===== src/rtl/alu_defines.svh =====
`ifndef ALU_DEFINES_SVH
`define ALU_DEFINES_SVH

// operand width in bits
`define ALU_WIDTH 32

// command FIFO
`define ALU_FIFO_DEPTH 4
`define ALU_PTR_WIDTH 2 // log2 of depth

`endif

===== src/rtl/aluPkg.sv =====
`default_nettype none

`include "alu_defines.svh"

package aluPkg;

	typedef logic [`ALU_WIDTH-1:0] aluWord; // operand, quotient or remainder
	typedef logic [2*`ALU_WIDTH-1:0] aluWide; // full result
	typedef logic [$clog2(`ALU_WIDTH)-1:0] aluShamt;

	typedef enum logic [3:0] {
		opAdd = 4'd1,
		opSub,
		opAnd,
		opOr,
		opNeg,
		opNot,
		opShr,
		opShl,
		opRor,
		opRol,
		opDiv,
		opMul,
		opSar = 4'd13
	} aluOp;

	typedef enum logic [1:0] {ingIdle, ingPush, ingWaitDrop} ingState;

	typedef enum logic [2:0] {
		execIdle,
		execCalc,
		execDivWait,
		execPresent,
		execWaitDrop
	} execState;

endpackage

`default_nettype wire


===== src/rtl/aluCmdIf.sv =====
`timescale 1ns/1ns
`default_nettype none

interface aluCmdIf;
	import aluPkg::*;

	aluWord value1;
	aluWord value2;
	aluOp select;
	logic valid;
	logic ready;

	// data held stable while valid waits for ready
	modport send (output value1, value2, select, valid, input ready);
	modport recv (input value1, value2, select, valid, output ready);

endinterface

`default_nettype wire


===== src/rtl/aluTop.sv =====
`timescale 1ns/1ns
`default_nettype none

module aluTop (
	input  logic clk,
	input  logic arstN,
	input  logic opReq,
	output logic opAck,
	input  aluPkg::aluWord value1,
	input  aluPkg::aluWord value2,
	input  aluPkg::aluOp select,
	output logic resReq,
	input  logic resAck,
	output aluPkg::aluWide result
);

	aluCmdIf pushIf ();
	aluCmdIf popIf ();

	opIngress ingress_i (
		.clk    (clk),
		.arstN  (arstN),
		.opReq  (opReq),
		.opAck  (opAck),
		.value1 (value1),
		.value2 (value2),
		.select (select),
		.cmd    (pushIf.send)
	);

	opFifo fifo_i (
		.clk    (clk),
		.arstN  (arstN),
		.inCmd  (pushIf.recv),
		.outCmd (popIf.send)
	);

	aluExec exec_i (
		.clk    (clk),
		.arstN  (arstN),
		.cmd    (popIf.recv),
		.resReq (resReq),
		.resAck (resAck),
		.result (result)
	);

endmodule

`default_nettype wire


===== src/rtl/aluExec.sv =====
`timescale 1ns/1ns
`default_nettype none

module aluExec (
	input  logic clk,
	input  logic arstN,
	aluCmdIf.recv cmd,
	output logic resReq,
	input  logic resAck,
	output aluPkg::aluWide result
);
	import aluPkg::*;

	execState state;
	aluWord v1Reg;
	aluWord v2Reg;
	aluOp selReg;
	aluWide coreOut;
	aluWide resReg;
	aluWord quotient;
	aluWord remainder;
	logic divStart;
	logic divDone;

	aluCore core_i (
		.value1 (v1Reg),
		.value2 (v2Reg),
		.select (selReg),
		.result (coreOut)
	);

	seqDivider div_i (
		.clk       (clk),
		.arstN     (arstN),
		.start     (divStart),
		.dividend  (v1Reg),
		.divisor   (v2Reg),
		.done      (divDone),
		.quotient  (quotient),
		.remainder (remainder)
	);

	assign cmd.ready = state == execIdle; // one command in flight
	assign divStart = state == execCalc && selReg == opDiv;
	assign resReq = state == execPresent;
	assign result = resReg;

	always_ff @(posedge clk or negedge arstN) begin
		if (!arstN) begin
			state <= execIdle;
		end else begin
			case (state)
				execIdle: if (cmd.valid) state <= execCalc;
				execCalc: state <= (selReg == opDiv) ? execDivWait : execPresent;
				execDivWait: if (divDone) state <= execPresent;
				execPresent: if (resAck) state <= execWaitDrop;
				execWaitDrop: if (!resAck) state <= execIdle;
				default: state <= execIdle;
			endcase
		end
	end

	always_ff @(posedge clk) begin
		if (cmd.valid && cmd.ready) begin
			v1Reg <= cmd.value1;
			v2Reg <= cmd.value2;
			selReg <= cmd.select;
		end
		if (state == execCalc && selReg != opDiv)
			resReg <= coreOut;
		else if (state == execDivWait && divDone)
			resReg <= {remainder, quotient}; // quotient in low word
	end

endmodule

`default_nettype wire


===== src/rtl/seqDivider.sv =====
`timescale 1ns/1ns
`default_nettype none

`include "alu_defines.svh"

module seqDivider (
	input  logic clk,
	input  logic arstN,
	input  logic start,
	input  aluPkg::aluWord dividend,
	input  aluPkg::aluWord divisor,
	output logic done,
	output aluPkg::aluWord quotient,
	output aluPkg::aluWord remainder
);
	import aluPkg::*;

	localparam int Steps = `ALU_WIDTH;
	localparam int CntW = $clog2(Steps);

	logic [CntW-1:0] count;
	logic busy;
	aluWord remReg;
	aluWord quoReg;
	aluWord dvsReg;
	aluWord remIn;
	aluWord quoIn;
	aluWord dvsIn;
	logic [`ALU_WIDTH:0] shifted;
	logic [`ALU_WIDTH:0] diff;
	logic fits;

	// first bit resolves in the start cycle
	always_comb begin
		remIn = start ? '0 : remReg;
		quoIn = start ? dividend : quoReg;
		dvsIn = start ? divisor : dvsReg;
		shifted = {remIn, quoIn[`ALU_WIDTH-1]};
		diff = shifted - {1'b0, dvsIn};
		fits = shifted >= {1'b0, dvsIn}; // always true for a zero divisor
	end

	always_ff @(posedge clk) begin
		if (start || busy) begin
			remReg <= fits ? diff[`ALU_WIDTH-1:0] : shifted[`ALU_WIDTH-1:0];
			quoReg <= {quoIn[`ALU_WIDTH-2:0], fits};
			dvsReg <= dvsIn;
		end
	end

	always_ff @(posedge clk or negedge arstN) begin
		if (!arstN) begin
			count <= '0;
			busy <= 1'b0;
			done <= 1'b0;
		end else begin
			done <= 1'b0;
			if (start) begin
				busy <= 1'b1;
				count <= CntW'(Steps - 1);
			end else if (busy) begin
				count <= count - 1'b1;
				if (count == 1) begin
					busy <= 1'b0;
					done <= 1'b1; // last bit this cycle
				end
			end
		end
	end

	assign quotient = quoReg;
	assign remainder = remReg;

endmodule

`default_nettype wire


===== src/rtl/aluCore.sv =====
`timescale 1ns/1ns
`default_nettype none

`include "alu_defines.svh"

module aluCore (
	input  aluPkg::aluWord value1,
	input  aluPkg::aluWord value2,
	input  aluPkg::aluOp select,
	output aluPkg::aluWide result
);
	import aluPkg::*;

	aluShamt shamt;
	aluWord word;
	aluWide product;
	aluWide dblRight;
	aluWide dblLeft;

	assign shamt = value2[$bits(aluShamt)-1:0]; // upper bits ignored
	assign product = aluWide'(value1) * aluWide'(value2);

	// rotates from a doubled word
	assign dblRight = {value1, value1} >> shamt;
	assign dblLeft = {value1, value1} << shamt;

	always_comb begin
		word = '0;
		case (select)
			opAdd: word = value1 + value2;
			opSub: word = value1 - value2;
			opAnd: word = value1 & value2;
			opOr: word = value1 | value2;
			opNeg: word = ~value1 + 1'b1;
			opNot: word = ~value1;
			opShr: word = value1 >> shamt;
			opShl: word = value1 << shamt;
			opRor: word = dblRight[`ALU_WIDTH-1:0];
			opRol: word = dblLeft[2*`ALU_WIDTH-1:`ALU_WIDTH];
			opSar: word = aluWord'($signed(value1) >>> shamt);
			default: word = '0; // divide handled outside, unused codes
		endcase
	end

	assign result = (select == opMul) ? product : {{`ALU_WIDTH{1'b0}}, word};

endmodule

`default_nettype wire


===== src/rtl/opFifo.sv =====
`timescale 1ns/1ns
`default_nettype none

`include "alu_defines.svh"

module opFifo (
	input  logic clk,
	input  logic arstN,
	aluCmdIf.recv inCmd,
	aluCmdIf.send outCmd
);
	import aluPkg::*;

	localparam int Depth = `ALU_FIFO_DEPTH;

	aluWord v1Mem [Depth];
	aluWord v2Mem [Depth];
	aluOp selMem [Depth];
	logic [`ALU_PTR_WIDTH-1:0] wrPtr;
	logic [`ALU_PTR_WIDTH-1:0] rdPtr;
	logic [`ALU_PTR_WIDTH:0] count;
	logic doPush;
	logic doPop;

	function automatic logic [`ALU_PTR_WIDTH-1:0] nextPtr(input logic [`ALU_PTR_WIDTH-1:0] ptr);
		return (ptr == Depth - 1) ? '0 : ptr + 1'b1;
	endfunction

	assign inCmd.ready = count != Depth; // not full
	assign outCmd.valid = count != '0;
	assign doPush = inCmd.valid && inCmd.ready;
	assign doPop = outCmd.valid && outCmd.ready;

	assign outCmd.value1 = v1Mem[rdPtr];
	assign outCmd.value2 = v2Mem[rdPtr];
	assign outCmd.select = selMem[rdPtr];

	always_ff @(posedge clk) begin
		if (doPush) begin
			v1Mem[wrPtr] <= inCmd.value1;
			v2Mem[wrPtr] <= inCmd.value2;
			selMem[wrPtr] <= inCmd.select;
		end
	end

	always_ff @(posedge clk or negedge arstN) begin
		if (!arstN) begin
			wrPtr <= '0;
			rdPtr <= '0;
			count <= '0;
		end else begin
			if (doPush) wrPtr <= nextPtr(wrPtr);
			if (doPop) rdPtr <= nextPtr(rdPtr);
			case ({doPush, doPop})
				2'b10: count <= count + 1'b1;
				2'b01: count <= count - 1'b1;
				default: count <= count; // idle or push with pop
			endcase
		end
	end

endmodule

`default_nettype wire


===== src/rtl/opIngress.sv =====
`timescale 1ns/1ns
`default_nettype none

module opIngress (
	input  logic clk,
	input  logic arstN,
	input  logic opReq,
	output logic opAck,
	input  aluPkg::aluWord value1,
	input  aluPkg::aluWord value2,
	input  aluPkg::aluOp select,
	aluCmdIf.send cmd
);
	import aluPkg::*;

	ingState state;
	aluWord v1Reg;
	aluWord v2Reg;
	aluOp selReg;

	always_ff @(posedge clk or negedge arstN) begin
		if (!arstN) begin
			state <= ingIdle;
		end else begin
			case (state)
				ingIdle: if (opReq) state <= ingPush;
				ingPush: if (cmd.ready) state <= ingWaitDrop; // pushed into FIFO
				ingWaitDrop: if (!opReq) state <= ingIdle;
				default: state <= ingIdle;
			endcase
		end
	end

	always_ff @(posedge clk) begin
		if (state == ingIdle && opReq) begin
			v1Reg <= value1;
			v2Reg <= value2;
			selReg <= select;
		end
	end

	assign cmd.valid = state == ingPush;
	assign cmd.value1 = v1Reg;
	assign cmd.value2 = v2Reg;
	assign cmd.select = selReg;
	assign opAck = state == ingWaitDrop; // held until opReq falls

endmodule

`default_nettype wire


===== config.mk =====
export PLATFORM = sky130hd
export DESIGN_NAME = aluTop
export DESIGN_NICKNAME = d
export VERILOG_FILES = /design/src/rtl/aluPkg.sv /design/src/rtl/aluCmdIf.sv /design/src/rtl/aluTop.sv /design/src/rtl/aluExec.sv /design/src/rtl/seqDivider.sv /design/src/rtl/aluCore.sv /design/src/rtl/opFifo.sv /design/src/rtl/opIngress.sv
export VERILOG_INCLUDE_DIRS = /design/src /design/src/rtl
export SDC_FILE = /design/constraint.sdc
export NUM_CORES = 2
export LEC_CHECK = 0
export BUFFER_PORTS_ARGS = -buffer_cell sky130_fd_sc_hd__buf_4
export CAP_MARGIN = 0
export CORE_UTILIZATION = 59
export CTS_CLUSTER_SIZE = 8
export DETAILED_ROUTE_END_ITERATION = 6
export GPL_TIMING_DRIVEN = 0
export PLACE_DENSITY = 0.76
export SLEW_MARGIN = 20
export SYNTH_ARGS = -nofsm -noshare
export SYNTH_HDL_FRONTEND = slang
export SYNTH_HIERARCHICAL = 1
export SYNTH_SLANG_ARGS = --single-unit

===== constraint.sdc =====
create_clock -name clk -period 8.8 [get_ports clk]
set_input_delay 0.44 -clock clk [delete_from_list [all_inputs] [get_ports clk]]
set_output_delay 0.44 -clock clk [all_outputs]
set_load 0.02 [all_outputs]

==> impl_metrics.env <==
export IMPL_status="finished, violations left"
export IMPL_violations="design-rule violations, negative setup slack"
export IMPL_postRouteAntennaNets=0
export IMPL_cts_max_level=3
export IMPL_rows=122
export IMPL_grt_pass1_vias=55453
export IMPL_path_max_fanout=10
export IMPL_numPortBuffers=137
export IMPL_yosysWarningCount=6
export IMPL_grt_antenna_before_repair=24
export IMPL_async_flop_share_pct=3.24
export IMPL_firstDrtPassIters=7
export IMPL_cp_start_kind="flip-flop"
export IMPL_vias_per_cell=6.61
export IMPL_syn_cell_area_sq_mm=0.0665
export IMPL_worstMarginPinSlew_ns=1.29
export IMPL_boundaryPins=138
export IMPL_wl_per_cell_microns=33.5
export IMPL_max_freq_mhz=114
export IMPL_cts_tree="done"
export IMPL_avgSynthCellArea_sq_um=10.4
export IMPL_synthTopCellsByArea="fa_1 27%, edfxtp_1 26%, ha_1 6.4%, and2_1 5.7%, inv_1 5.3%"
export IMPL_synth_edff_count=568
export IMPL_worst_hold_slack_ns=0.0214
export IMPL_initial_core_util_pct=59.8
export IMPL_synth_seq_cells=587
export IMPL_rrSetupSlack_ns=-0.004
export IMPL_die_h_microns=338
export IMPL_cp_top_family="adder cells"
export IMPL_yosysTopAreaCellShare_pct=27.1
export IMPL_post_synth_top_area_cell="fa_1"
export IMPL_num_nets_final=8029
export IMPL_clock_sink_count=587
export IMPL_grt_usage_pct=49.3
export IMPL_drt_initial_drc_count=7053
export IMPL_fin_skew_ns=0.0488
export IMPL_setup_viol=1
export IMPL_fp_dieW_microns=338
export IMPL_post_route_min_period_ns=8.80
export IMPL_arrival_ns=9.19
export IMPL_syn_inst=6366
export IMPL_grt_pass1_wl_mm=393
export IMPL_slew_headroom_pct=14.2
export IMPL_cts_path_max_buffers=3
export IMPL_path_class="reg -> reg"
export IMPL_maxCapViolations=0
export IMPL_synth_fp_nets=7676
export IMPL_cp_buffers_inverters=5
export IMPL_crit_top_cell="fa_1"
export IMPL_drive_gt1_share_pct=14.6
export IMPL_gp_congestion=1.13
export IMPL_max_stage_delay_ns=0.61
export IMPL_grt_max_degree=53
export IMPL_finalCritPeriodShare_pct=100
export IMPL_insertion_delay_ns=0.65
export IMPL_cts_buffers=83
export IMPL_cts_root_buf="clkbuf_16"
export IMPL_area_growth_pct=12.9
export IMPL_ys_seq_area_share_pct=26.4
export IMPL_vias=54531
export IMPL_synth_distinct_cells=101
export IMPL_worstPathRequired_ns=9.19
export IMPL_layout_setup_ws_ns=-0.00427
export IMPL_drv_slew=0
export IMPL_worst_path_max_delay_cell="fa_1"
export IMPL_core_region_area_sq_mm=0.111
export IMPL_dieArea_sq_mm=0.114
export IMPL_cp_cell_sequence="buf_4, buf_2, nand2_1, fa_1, inv_1, fa_1, fa_1, fa_1, fa_1, fa_1, fa_1, inv_1, fa_1, inv_1, ha_1, nand3_2, or4_1, nor2_2, a311oi_4, a211oi_4, a21oi_2, o21bai_1, mux2_4, mux2_4"
export IMPL_min_path_type="in -> reg"
export IMPL_route_detailed_drc=4
export IMPL_hold_viol=0
export IMPL_totalWireLength_mm=276
export IMPL_clk_pin_slew_worst_paths_ns=0.05
export IMPL_grt_overflow_total=0
export IMPL_end_kind="flip-flop"
export IMPL_synth_flop_cell="edfxtp_1"
export IMPL_dp_hpwl_mm=208
-- path summary, 6_finish.rpt --
| kind | from | to | cells past startpoint |
|---|---|---|---|
| max in group asynchronous | arstN | ingress_i/state[1] | 2 |
| worst min-delay path | value1[0] | ingress_i/cmd.value1[0] | 1 |
| min in group asynchronous | arstN | fifo_i/rdPtr[0] | 2 |
| worst max register to register | exec_i/v2Reg[26] | exec_i/result[56] | 24 |
| worst min register to register | ingress_i/cmd.value1[15] | fifo_i/v1Mem[0][15] | 0 |
| worst max-delay path | exec_i/v2Reg[26] | exec_i/result[56] | 24 |
-- layout make-up --
class	count	area, sq um
diodes	12	30.0
fillers	8368	36100
repair buffers	311	2810
multi-input cells	4405	44300
well taps	1488	1860
plain buffers	389	2680
clock inverters	7	146
flip-flops and latches	587	17500
clock buffers	109	2170
inverters	942	3540
-- per-layer routing --
| layer | global-route usage, % | part of all wire, % | up-vias | wire [microns] |
|---|---|---|---|---|
| li1 | - | - | 21604 | - |
| met1 | 59.9 | 34 | 27139 | 93900 |
| met2 | 73.7 | 44 | 4470 | 121000 |
| met3 | 13.9 | 12 | 1304 | 34200 |
| met4 | 40.1 | 10 | 14 | 27600 |
| met5 | 0 | 0.029 | - | 81 |
-- state kept, by name (all words and copies together), names as in the netlist --
name and flops:
exec_i/div_i/remainder 32, exec_i/v1Reg 32, ingress_i/cmd.value1 32, ingress_i/state 2
exec_i/result 64, exec_i/div_i/busy 1, ingress_i/cmd.value2 32, fifo_i/selMem 16
exec_i/v2Reg 32, exec_i/div_i/done 1, fifo_i/v1Mem 128, exec_i/div_i/dvsReg 32
exec_i/div_i/quotient 32, fifo_i/v2Mem 128, exec_i/selReg 4, fifo_i/rdPtr 2
exec_i/div_i/count 5, ingress_i/cmd.select 4, fifo_i/count 3, exec_i/state 3
fifo_i/wrPtr 2
-- Yosys cell counts, types with 12 or more instances --
cell type / instances
nor2b_1: 49
nor4_1: 17
or3_1: 14
a22oi_1: 13
nand3_1: 43
o31ai_1: 15
buf_1: 51
o211ai_1: 29
mux2_4: 62
mux2_1: 19
mux2i_1: 96
o21bai_1: 31
buf_2: 23
a21o_1: 59
dfrtp_1: 19
and2_1: 603
a21oi_1: 242
nand4_1: 29
nand2_1: 606
ha_1: 339
a31oi_1: 28
fa_1: 899
a211oi_1: 33
a221oi_1: 27
nor2_1: 320
nor3_1: 45
o21a_1: 17
nand2b_1: 33
xnor2_1: 89
inv_1: 937
mux4_2: 122
edfxtp_1: 568
and3_1: 12
o22ai_1: 24
xor2_1: 76
o221ai_1: 31
mux2_2: 57
clkbuf_1: 345
o21ai_0: 158
-- through the flow --
| stage | utilization, % | area [sq um] | TNS, ns | std cells | worst slack [ns] |
|---|---|---|---|---|---|
| 2_1_floorplan | - | 66500 | 0 | 6366 | 0.0405 |
| 3_3_place_gp | 62.4 | 69400 | -117.48 | 7991 | -3.15 |
| 3_5_place_dp | 62.8 | 69800 | -112.46 | 8006 | -2.95 |
| 4_1_cts | 66.8 | 74300 | -0.0317 | 8225 | -0.0317 |
| 5_1_grt | 67.5 | 75000 | -0.0102 | 8238 | -0.00864 |
| 6_report | 67.5 | 75000 | -0.00427 | 8250 | -0.00427 |
-- timing repair --
| item | 4_1_cts | 5_1_grt |
|---|---|---|
| pin swaps | 9 | 34 |
| setup buffers | 57 | 34 |
| endpoints found under the hold margin | 86 | 0 |
| setup endpoints to repair | 57 | 42 |
| hold buffers | 68 | 0 |
| gates resized for setup | 485 | 314 |
-- cells by family after synthesis --
kind of cell             share of synthesized area (%)
flip-flops                                        26.4
AND/OR/NAND/NOR                                   13.9
buffers and inverters                             8.02
XOR/XNOR                                          2.17
multiplexers                                      8.27
AO/OA/AOI/OAI                                     7.78
adder cells (fa/ha/maj)                           33.5
-- cells in the final DEF (no fill, tap or decap), types with 96 or more instances in the layout --
| cell type | n |
|---|---|
| nor2_1 | 312 |
| and2_1 | 600 |
| buf_4 | 266 |
| fa_1 | 886 |
| clkbuf_1 | 141 |
| mux4_2 | 122 |
| mux2i_1 | 96 |
| inv_1 | 937 |
| ha_1 | 322 |
| nand2_1 | 605 |
| edfxtp_1 | 568 |
| o21ai_0 | 147 |
| a21oi_1 | 226 |
Power is left out: the tool's default activity adds up to more than one toggle a clock period on the data nets, which glitch-free logic cannot reach.
